--- config.mk ---
export PLATFORM = sky130hd
export DESIGN_NAME = ks10DbusCore
export DESIGN_NICKNAME = d
export VERILOG_FILES = /design/src/design/ks10Pkg.sv /design/src/design/cromIf.sv /design/src/design/dbus.sv /design/src/design/dbm.sv /design/src/design/ramFile.sv /design/src/design/pcFlags.sv /design/src/design/dataPath.sv /design/src/design/ks10DbusCore.sv
export SDC_FILE = /design/constraint.sdc
export NUM_CORES = 2
export LEC_CHECK = 0
export CAP_MARGIN = 20
export CELL_PAD_IN_SITES_DETAIL_PLACEMENT = 0
export CELL_PAD_IN_SITES_GLOBAL_PLACEMENT = 1
export CORE_AREA = 4 4 277 279
export DETAILED_ROUTE_END_ITERATION = 16
export DIE_AREA = 0 0 281 283
export DONT_BUFFER_PORTS = 1
export PLACE_DENSITY_LB_ADDON = 0.1
export SETUP_SLACK_MARGIN = 0.4
export SLEW_MARGIN = 40
export SYNTH_ARGS = -nofsm -noshare
export SYNTH_HDL_FRONTEND = slang
export SYNTH_SLANG_ARGS = --single-unit
--- constraint.sdc ---
create_clock -name clk -period 6.9 [get_ports clk]
set_clock_uncertainty 0.1 [all_clocks]
set_input_delay 1.38 -clock clk [delete_from_list [all_inputs] [get_ports clk]]
set_output_delay 1.38 -clock clk [all_outputs]
set_load 0.01 [all_outputs]
--- src/design/ks10Pkg.sv ---
/*
 * Shared types and constants for the KS-10 DBUS slice.
 * Holds the 36-bit word type, the microword field layout and the
 * select encodings. Modules pull it in with a wildcard import.
 */

package ks10Pkg;

   ////////////////////////////////////////
   // Data word
   ////////////////////////////////////////

   // Bit 0 is the most significant bit
   typedef logic [0:35] word_t;

   // Width of the microword number field
   localparam int numWidth = 10;

   // Flag bits kept in the left half of the flags word
   localparam int flagWidth = 13;

   ////////////////////////////////////////
   // Microword layout
   ////////////////////////////////////////

   localparam int cromWidth = 32;

   // Low bit of each multi-bit field
   localparam int cromDbusLsb = 0;    // 2 bits
   localparam int cromDbmLsb  = 2;    // 2 bits
   localparam int cromAluLsb  = 4;    // 2 bits
   localparam int cromNumLsb  = 6;    // numWidth bits
   localparam int cromByteLsb = 16;   // 3 bits

   // Single-bit load strobes
   localparam int cromLoadRamBit   = 19;
   localparam int cromLoadFlagsBit = 20;
   localparam int cromLoadDpBit    = 21;

   // Bits 22 to 31 are spare in this slice

   ////////////////////////////////////////
   // Select encodings
   ////////////////////////////////////////

   // DBUS source
   typedef enum logic [1:0] {
      dbusFlags = 2'd0,
      dbusDp    = 2'd1,
      dbusRam   = 2'd2,
      dbusDbm   = 2'd3
   } dbusSel_t;

   // DBM source
   typedef enum logic [1:0] {
      dbmNum  = 2'd0,
      dbmSwap = 2'd1,
      dbmByte = 2'd2,
      dbmMem  = 2'd3
   } dbmSel_t;

   // DP operate function
   typedef enum logic [1:0] {
      aluPass = 2'd0,
      aluAdd  = 2'd1,
      aluAnd  = 2'd2,
      aluOr   = 2'd3
   } aluOp_t;

endpackage

--- src/design/cromIf.sv ---
/*
 * Decoded microword fields shared by the DBUS slice blocks.
 * The top level drives every field through src, and each block
 * reads only its own fields through its modport.
 */

`timescale 1ns/1ps

interface cromIf import ks10Pkg::*; ();

   // Source selects
   dbusSel_t             dbusSel;
   dbmSel_t              dbmSel;
   aluOp_t               aluOp;

   // Number field and byte position
   logic [numWidth-1:0]  num;
   logic [2:0]           bytePos;

   // Per-cycle load strobes
   logic                 loadRam;
   logic                 loadFlags;
   logic                 loadDp;

   // Driven from microword slices
   modport src (
      output dbusSel, dbmSel, aluOp, num, bytePos,
      output loadRam, loadFlags, loadDp
   );

   modport dbusSide (input dbusSel);
   modport dbmSide  (input dbmSel, num, bytePos);
   modport ramSide  (input num, loadRam);
   modport flagSide (input loadFlags);
   modport dpSide   (input aluOp, loadDp);

endinterface

--- src/design/dbus.sv ---
/*
 * DBUS multiplexer. Routes flags, DP, the RAM file or the DBM
 * onto the data bus. Force-ramfile turns a DBM pick into a RAM pick.
 */

`timescale 1ns/1ps

module dbus import ks10Pkg::*; (
   cromIf.dbusSide ifc,
   input  logic    forceRamfile,
   input  word_t   flags,
   input  word_t   dp,
   input  word_t   ram,
   input  word_t   dbm,
   output word_t   busOut
);

   ////////////////////////////////////////
   // Effective select
   ////////////////////////////////////////

   logic [1:0] selBits;
   dbusSel_t   effSel;

   // High bit passes straight through
   // Low bit drops when forcing a DBM pick
   assign selBits = {ifc.dbusSel[1],
                     ifc.dbusSel[0] & ~(ifc.dbusSel[1] & forceRamfile)};
   assign effSel  = dbusSel_t'(selBits);

   ////////////////////////////////////////
   // Source mux
   ////////////////////////////////////////

   always_comb
   begin
      case (effSel)
         dbusFlags: busOut = flags;
         dbusDp:    busOut = dp;
         dbusRam:   busOut = ram;
         dbusDbm:   busOut = dbm;
         default:   busOut = '0;
      endcase
   end

endmodule

--- src/design/dbm.sv ---
/*
 * Data bus mux feeding the DBUS. Picks the number field in both
 * halves, DP with halves swapped, one 7-bit DP byte, or memory data.
 */

`timescale 1ns/1ps

module dbm import ks10Pkg::*; (
   cromIf.dbmSide ifc,
   input  word_t  dp,
   input  word_t  mem,
   output word_t  dbmOut
);

   localparam int halfWidth = 18;
   localparam int byteWidth = 7;

   logic [0:halfWidth-1] numHalf;
   logic [0:byteWidth-1] byteVal;
   word_t                byteWord;

   ////////////////////////////////////////
   // Number field
   ////////////////////////////////////////

   // Zero extended to a half word
   assign numHalf = {{(halfWidth-numWidth){1'b0}}, ifc.num};

   ////////////////////////////////////////
   // Byte extract
   ////////////////////////////////////////

   // Five bytes starting at bit 1
   // Byte 0 is DP bits 1 to 7
   always_comb
   begin
      byteVal = '0;
      if (ifc.bytePos < 3'd5)
      begin
         byteVal = dp[1 + byteWidth * int'(ifc.bytePos) +: byteWidth];
      end
   end

   // Right justified, zero filled
   assign byteWord = {{(36-byteWidth){1'b0}}, byteVal};

   ////////////////////////////////////////
   // Output mux
   ////////////////////////////////////////

   always_comb
   begin
      case (ifc.dbmSel)
         dbmNum:  dbmOut = {numHalf, numHalf};
         dbmSwap: dbmOut = {dp[18:35], dp[0:17]};
         dbmByte: dbmOut = byteWord;
         dbmMem:  dbmOut = mem;
         default: dbmOut = '0;
      endcase
   end

endmodule

--- src/design/ramFile.sv ---
/*
 * RAM file of 36-bit words addressed by the low bits of the number
 * field. Reads are combinational, writes land on the rising clock
 * when loadRam is set, so a same-cycle read sees the old word.
 */

`timescale 1ns/1ps

module ramFile import ks10Pkg::*; #(
   parameter int ramAddrWidth = 4
) (
   input  logic   clk,
   input  logic   arstN,
   cromIf.ramSide ifc,
   input  word_t  bus,
   output word_t  ram
);

   localparam int ramDepth = 2 ** ramAddrWidth;

   ////////////////////////////////////////
   // Storage and address
   ////////////////////////////////////////

   word_t                   words [0:ramDepth-1];
   logic [ramAddrWidth-1:0] addr;

   // Low bits of the number field
   assign addr = ifc.num[ramAddrWidth-1:0];

   ////////////////////////////////////////
   // Write port
   ////////////////////////////////////////

   always_ff @(posedge clk or negedge arstN)
   begin
      if (!arstN)
      begin
         // Whole file comes up zero
         for (int i = 0; i < ramDepth; i++)
         begin
            words[i] <= '0;
         end
      end
      else if (ifc.loadRam)
      begin
         words[addr] <= bus;
      end
   end

   ////////////////////////////////////////
   // Read port
   ////////////////////////////////////////

   assign ram = words[addr];

endmodule

--- src/design/pcFlags.sv ---
/*
 * PC flags register. Loads the top flag bits from the DBUS left
 * half on loadFlags and shows them back in the left half of flags.
 */

`timescale 1ns/1ps

module pcFlags import ks10Pkg::*; (
   input  logic    clk,
   input  logic    arstN,
   cromIf.flagSide ifc,
   input  word_t   bus,
   output word_t   flags
);

   // Flag bits 0 to 12 only
   logic [0:flagWidth-1] flagReg;

   ////////////////////////////////////////
   // Flag register
   ////////////////////////////////////////

   always_ff @(posedge clk or negedge arstN)
   begin
      if (!arstN)
      begin
         flagReg <= '0;
      end
      else if (ifc.loadFlags)
      begin
         flagReg <= bus[0:flagWidth-1];
      end
   end

   ////////////////////////////////////////
   // Flags word
   ////////////////////////////////////////

   // No PC in this slice, so the right half stays zero
   assign flags = {flagReg, {(36-flagWidth){1'b0}}};

endmodule

--- src/design/dataPath.sv ---
/*
 * Data path register standing in for the 2901 slices. On loadDp it
 * takes the DBUS itself, or the DBUS combined with the old DP by
 * add, AND or OR, as chosen by the microword ALU field.
 */

`timescale 1ns/1ps

module dataPath import ks10Pkg::*; (
   input  logic  clk,
   input  logic  arstN,
   cromIf.dpSide ifc,
   input  word_t bus,
   output word_t dp
);

   word_t aluOut;

   ////////////////////////////////////////
   // Operate
   ////////////////////////////////////////

   always_comb
   begin
      case (ifc.aluOp)
         // Straight load from DBUS
         aluPass: aluOut = bus;

         // Carry out of bit 0 is dropped
         aluAdd:  aluOut = bus + dp;

         aluAnd:  aluOut = bus & dp;
         aluOr:   aluOut = bus | dp;
         default: aluOut = bus;
      endcase
   end

   ////////////////////////////////////////
   // DP register
   ////////////////////////////////////////

   always_ff @(posedge clk or negedge arstN)
   begin
      if (!arstN)
      begin
         dp <= '0;
      end
      else if (ifc.loadDp)
      begin
         dp <= aluOut;
      end
   end

endmodule

--- src/design/ks10DbusCore.sv ---
/*
 * Top of the DBUS slice. Slices the incoming microword into the
 * field interface and wires the DBUS, DBM, RAM file, flags and DP.
 */

`timescale 1ns/1ps

module ks10DbusCore import ks10Pkg::*; #(
   parameter int ramAddrWidth = 4
) (
   input  logic                 clk,
   input  logic                 arstN,
   input  logic [cromWidth-1:0] crom,
   input  logic                 forceRamfile,
   input  word_t                mem,
   output word_t                dbusOut,
   output word_t                dpOut
);

   word_t flags;
   word_t dp;
   word_t ram;
   word_t dbmOut;
   word_t busOut;

   cromIf cromBus ();

   ////////////////////////////////////////
   // Microword fields
   ////////////////////////////////////////

   assign cromBus.dbusSel   = dbusSel_t'(crom[cromDbusLsb +: 2]);
   assign cromBus.dbmSel    = dbmSel_t'(crom[cromDbmLsb +: 2]);
   assign cromBus.aluOp     = aluOp_t'(crom[cromAluLsb +: 2]);
   assign cromBus.num       = crom[cromNumLsb +: numWidth];
   assign cromBus.bytePos   = crom[cromByteLsb +: 3];
   assign cromBus.loadRam   = crom[cromLoadRamBit];
   assign cromBus.loadFlags = crom[cromLoadFlagsBit];
   assign cromBus.loadDp    = crom[cromLoadDpBit];

   ////////////////////////////////////////
   // Blocks
   ////////////////////////////////////////

   dbus dbus_inst (.ifc(cromBus), .forceRamfile(forceRamfile), .flags(flags),
                   .dp(dp), .ram(ram), .dbm(dbmOut), .busOut(busOut));

   dbm dbm_inst (.ifc(cromBus), .dp(dp), .mem(mem), .dbmOut(dbmOut));

   // DBUS loops back into every register
   ramFile #(.ramAddrWidth(ramAddrWidth)) ramFile_inst (
      .clk(clk), .arstN(arstN), .ifc(cromBus), .bus(busOut), .ram(ram));

   pcFlags pcFlags_inst (.clk(clk), .arstN(arstN), .ifc(cromBus),
                         .bus(busOut), .flags(flags));

   dataPath dataPath_inst (.clk(clk), .arstN(arstN), .ifc(cromBus),
                           .bus(busOut), .dp(dp));

   assign dbusOut = busOut;
   assign dpOut   = dp;

endmodule

Yosys cells after proc, flatten, opt, wreduce, memory -nomap -nowiden
Index checks and enable logic that the tools add are counted.
{"block": "word_totals", "reg_bits": 625, "in_bits": 71, "wordCells": 55, "output_inout_bits": 72}
{"block": "classes", "muxes": 10, "bitwise_logic": 7, "eq_ne": 9, "n_reduce_logical": 4, "addsub": 2, "n_mul": 1, "magnitude_cmp": 3, "shifts": 1}
{"cell": "$bwmux 576", "n": 1}
{"cell": "$pmux 36 s4", "n": 3}
{"cell": "$bmux 36 s4", "n": 1}
{"cell": "$demux 36 s4", "n": 1}
{"cell": "$mux 36", "n": 3}
{"cell": "$shiftx 36x32->37", "n": 1}
{"cell": "$add 36x36->36", "n": 1}
{"cell": "$and 36x36->36", "n": 1}
{"cell": "$or 36x36->36", "n": 1}
{"cell": "$add 2x32->32 const A", "n": 1}
{"cell": "$not 32->32", "n": 1}
{"cell": "$eq 2x2->1 const B", "n": 6}
{"cell": "$mux 7", "n": 1}
{"cell": "$eq 2x1->1 const B", "n": 3}
{"cell": "$logic_not 2->1", "n": 3}
{"cell": "$mul 3x3->6 const A", "n": 1}
{"cell": "$ge 5x5->1 const B", "n": 1}
{"cell": "$lt 5x1->1 const B", "n": 1}
{"cell": "$not 4->5", "n": 1}
{"cell": "$lt 3x3->1 const B", "n": 1}
{"cell": "$and 1x1->1", "n": 2}
{"cell": "$logic_and 1x1->1", "n": 1}
{"cell": "$not 1->1", "n": 1}

Depth between registers and ports, before layout
{"block": "depth", "word_depth": 9, "depth_mapped": 28, "depth_no_buf": 24}

Modules after synthesis
A second synthesis with hierarchy kept.
{"block": "hier_totals", "cells_unflattened": 2664, "hier_area_um2": 35322.6}
{"mod": "ramFile", "cells_per_inst": 1571, "n_inst": 1, "area_per_inst_um2": 25789.7, "seq_area_each_um2": 14413.8}
{"mod": "dataPath", "cells_per_inst": 630, "n_inst": 1, "area_per_inst_um2": 4877.2, "seq_area_each_um2": 900.9}
{"mod": "dbm", "cells_per_inst": 245, "n_inst": 1, "area_per_inst_um2": 2806.4, "seq_area_each_um2": 0.0}
{"mod": "dbus", "cells_per_inst": 167, "n_inst": 1, "area_per_inst_um2": 1152.4, "seq_area_each_um2": 0.0}
{"mod": "pcFlags", "cells_per_inst": 51, "n_inst": 1, "area_per_inst_um2": 696.9, "seq_area_each_um2": 325.3}

Worst setup path before layout
Ideal clock, no wire load.
{"block": "synth_path", "path_type": "input -> register", "startpoint": "input port crom[16]", "endpoint": "register dataPath_inst.dp[29]", "setup_slack_ps": -399, "path_buffers": 3, "t_required_ps": 6721, "t_arrival_ps": 7120, "path_stages": 25, "setup_ps": 79, "path_cell_list": "buf_4 -> buf_4 -> inv_1 -> fa_1 -> inv_1 -> ha_1 -> ha_1 -> nand3_1 -> xnor2_4 -> mux4_2 -> mux2i_1 -> o21ai_0 -> a31oi_2 -> buf_2 -> inv_1 -> ha_1 -> a21oi_1 -> and4b_1 -> a211oi_1 -> a21boi_1 -> a31oi_1 -> o21ai_0 -> xnor2_1 -> mux4_2 -> mux2i_1"}
{"block": "synth_between", "elab_chain_cells": 9, "word_cells_on_any_way": 10, "classes_between": "add/sub: 2; mul: 1; order compare: 1; shift: 1; mux: 4; bitwise: 1"}
{"element": "start: declaration", "line_no": "ks10DbusCore.sv:13", "rtl": "input logic [cromWidth-1:0] crom,"}
{"element": "$mul 3x3->6", "line_no": "dbm.sv:40", "rtl": "byteVal = dp[1 + byteWidth * int'(ifc.bytePos) +: byteWidth];"}
{"element": "$add 2x32->32", "line_no": "dbm.sv:40"}
{"element": "$not 32->32 (implied by the code)", "line_no": "dbm.sv:40"}
{"element": "$shiftx 36x32->37", "line_no": "dbm.sv:40"}
{"element": "$mux 7 (*)", "line_no": "dbm.sv:38", "rtl": "if (ifc.bytePos < 3'd5)"}
{"element": "$pmux 36 s4 (*)", "line_no": "dbm.sv:53", "rtl": "case (ifc.dbmSel)"}
{"element": "$pmux 36 s4 (*)", "line_no": "dbus.sv:37", "rtl": "case (effSel)"}
{"element": "via dbusOut[6]", "line_no": "ks10DbusCore.sv:16", "rtl": "output word_t dbusOut,"}
{"element": "$add 36x36->36 (*)", "line_no": "dataPath.sv:30", "rtl": "aluAdd: aluOut = bus + dp;"}
{"element": "$pmux 36 s4 (*)", "line_no": "dataPath.sv:25", "rtl": "case (ifc.aluOp)"}
{"element": "end signal: assignment", "line_no": "dataPath.sv:50", "rtl": "dp <= aluOut;"}
{"element": "end: declaration", "line_no": "dataPath.sv:14", "rtl": "output word_t dp"}
The timed path passes the listed nets; every way through them passes the cells marked *.
A chain may end at the register's enable or synchronous reset.

Final worst setup path
{"block": "layout_path", "startpoint": "input port crom[18]", "endpoint": "register dataPath_inst.dp[10]"}
{"block": "layout_between", "elab_chain_cells": 9, "word_cells_on_any_way": 10, "classes_between": "add/sub: 2; mul: 1; order compare: 1; shift: 1; mux: 4; bitwise: 1"}
{"element": "$mul 3x3->6", "line_no": "dbm.sv:40"}
{"element": "$add 2x32->32", "line_no": "dbm.sv:40"}
{"element": "$not 32->32 (implied by the code)", "line_no": "dbm.sv:40"}
{"element": "$shiftx 36x32->37", "line_no": "dbm.sv:40"}
{"element": "$mux 7 (*)", "line_no": "dbm.sv:38"}
{"element": "$pmux 36 s4 (*)", "line_no": "dbm.sv:53"}
{"element": "$pmux 36 s4 (*)", "line_no": "dbus.sv:37"}
{"element": "$add 36x36->36 (*)", "line_no": "dataPath.sv:30"}
{"element": "$pmux 36 s4 (*)", "line_no": "dataPath.sv:25"}
Every way passes the cells marked *; elsewhere a longest branch is shown, timed or not.

==> impl_metrics.toml <==
[power]
total_power_w = 0.0128
p_leak_nw = 16.0
powerDensity_nw_per_um2 = 345
ir_worst_vdd_uv = 157

[synth]
synthTopCellsByArea = "dfrtp_1, mux4_2, a21oi_1"
ys_warn_count = 0
ys_seq_elements = 625
synth_ff_type = "dfrtp_1"
yosysTopAreaCellShare = 0.473
avgSynthCellArea_um2 = 10.7
syn_inst = 3079
yosys.area.top_type = "dfrtp_1"
ys_types = 75
yosysSeqAreaShare = 0.473
async_reset_ff_frac = 1.00
syn_nets = 3233
synth_edf_count = 0
syn_area_um2 = 33100

[clock_network]
clock_path_buffers = 3
cts.sinks = 625
clock-root-buffer = "clkbuf_16"
path_clk_slew_ps = 60
clock_latency_ps = 620
htreeDepth = 3
cts_hold_buffers = 0
cts_inserted_buffers = 72
cts_tree = "built"

[routing]
postRouteAntennaNets = 0
drt-total-wl_um = 107000
drt_iter0_drc = 1829
detail_route.vias_per_cell = 6.00
post-route-drc-count = 0
first_pass_iters = 6
wl_per_cell_um = 26.5
vias = 24300

[timing]
rsz0062_at_grt = "true"
fin_setup_tns_ps = 0
hold_slack_ps = 357
max_freq_mhz = 159
setup_viol = 0
layout_min_cycle_time_ps = 6280
period_share = 0.911
hold_violations = 0
drv_slew = 0
slew_headroom = 0.364
tightest_slew_ps = 955

[setup_path]
critPathMaxFanout = 5
cp_data_arrival_time_ps = 6720
required_ps = 7340
worst_setup_path_end_kind = "register"
startpoint_type = "input port"
critPathKind = "input port to register"

[floorplan]
row_count = 100
initial_core_util = 0.446
die_h_um = 283
die_w_um = 281
die_area_um2 = 79500
core-area_um2 = 74200
pin_count = 143

[run]
max-cap-violations = 0

[final_layout]
drive_gt1_frac = 0.202
layoutNonFillerInstCount = 4045
syn2layout_area_growth_pct = 12.1
nets = 3173
final_cell_mix = "dfrtp_1, a21oi_1, nand2_1"
final_common_cell = "dfrtp_1"
fillers = 6639

[placed_design]
place.gp.congestion = 0.937
io_buffers = 0
placed_cells = 3905
dp_hpwl_um = 68900

[run_status]
status = "finished, final reports clean"

[min_path]
holdCritPathClass = "input port to async pin"

[global_route]
grt_start_max_net_pins = 626
first_global_vias = 24300
grt_pass1_wl_um = 161000
gr-total-overflow = 0
grt_util_all_layers = 0.269
antenna_found_initial = 6
registers in the layout, summed over array words and instances, names as in the netlist:
name and cells:
ramFile_inst.words 576, dataPath_inst.dp 36, pcFlags_inst.flagReg 13
per-stage QoR:
step,area [um2],utilization,worst slack (ps)
finish,37100,0.499,616
global route,37000,0.499,374
detailed placement,34500,0.464,62.2
floorplan,33200,-,268
CTS,36800,0.496,627
global placement,34200,0.462,78.1
routing by layer:
metal,GRT usage,routed length [um]
met1,0.383,47300
met2,0.420,49100
met3,0.0513,7220
met4,0.0818,3380
met5,0,13
power by group:
group / total, W / internal, W / switching (W)
Clock: 0.00382 / 0.00225 / 0.00157
Combinational: 0.00364 / 0.00174 / 0.00190
Sequential: 0.00531 / 0.00460 / 0.000719
Total: 0.0128 / 0.00858 / 0.00419
path summary, 6_finish.rpt:
kind | start | end | slack, ps | cells after the start
setup reg to reg | dataPath_inst.dp[9] | dataPath_inst.dp[10] | 1800 | 17
min in group clk | ramFile_inst.words[488] | ramFile_inst.words[488] | 380 | 2
setup / recovery | crom[18] | dataPath_inst.dp[10] | 620 | 24
hold reg to reg | ramFile_inst.words[488] | ramFile_inst.words[488] | 380 | 2
hold / removal | arstN | dataPath_inst.dp[10] | 360 | 0
max in group asynchronous | arstN | dataPath_inst.dp[21] | 4120 | 3
area by class of cell:
cell class	instances	area, um2	area share
Multi-Input combinational cell	2095	16200	0.437
Sequential cell	625	15600	0.422
Clock buffer	106	2150	0.0581
Timing Repair Buffer	129	1250	0.0338
Tap cell	969	1210	0.0327
Inverter	96	368	0.00993
Clock inverter	20	223	0.00601
Antenna cell	5	12.5	0.000338
logic make-up (layout without fill, tap and decap cells):
family,Yosys count,after routing,share of synthesized area
and+or+nand+nor,778,778,0.0960
xor gates and xnor gates,31,31,0.00992
other,0,5,0
muxes,363,363,0.200
AOI/OAI and AO/OA,840,840,0.144
DFF,625,625,0.473
buffers and inverters,359,351,0.0445
adders and majority gates,83,83,0.0321
cell usage after synthesis, types with 28 or more instances:
library cell and n:
dfrtp_1 625, a21oi_1 348, nand2_1 343, nor2_1 332, o21ai_0 309, mux4_2 229
clkbuf_1 178, inv_1 94, mux2_2 86, ha_1 80, buf_2 57, mux2i_1 48
nand3_1 28
timing repair:
item,CTS,global route
buffers inserted,0,3
endpoints found under the setup margin,0,3
gates resized for setup,0,2
critical path, stage by stage:
cell      delay (ps)
inv_1             40
fa_1             530
inv_1             50
ha_2             180
ha_4             150
o21bai_4         190
xor2_4           200
xnor2_4          330
buf_12           150
mux4_2           500
mux2i_1          260
o211ai_1         160
ha_1             240
inv_1             90
fa_1             220
nand3b_1         180
a21oi_2           90
buf_4            140
o21a_1           190
o21a_1           210
o41a_1           480
xnor2_1          170
mux4_2           460
a21oi_1          130
No activity file was read; power rests on OpenSTA's default activity.
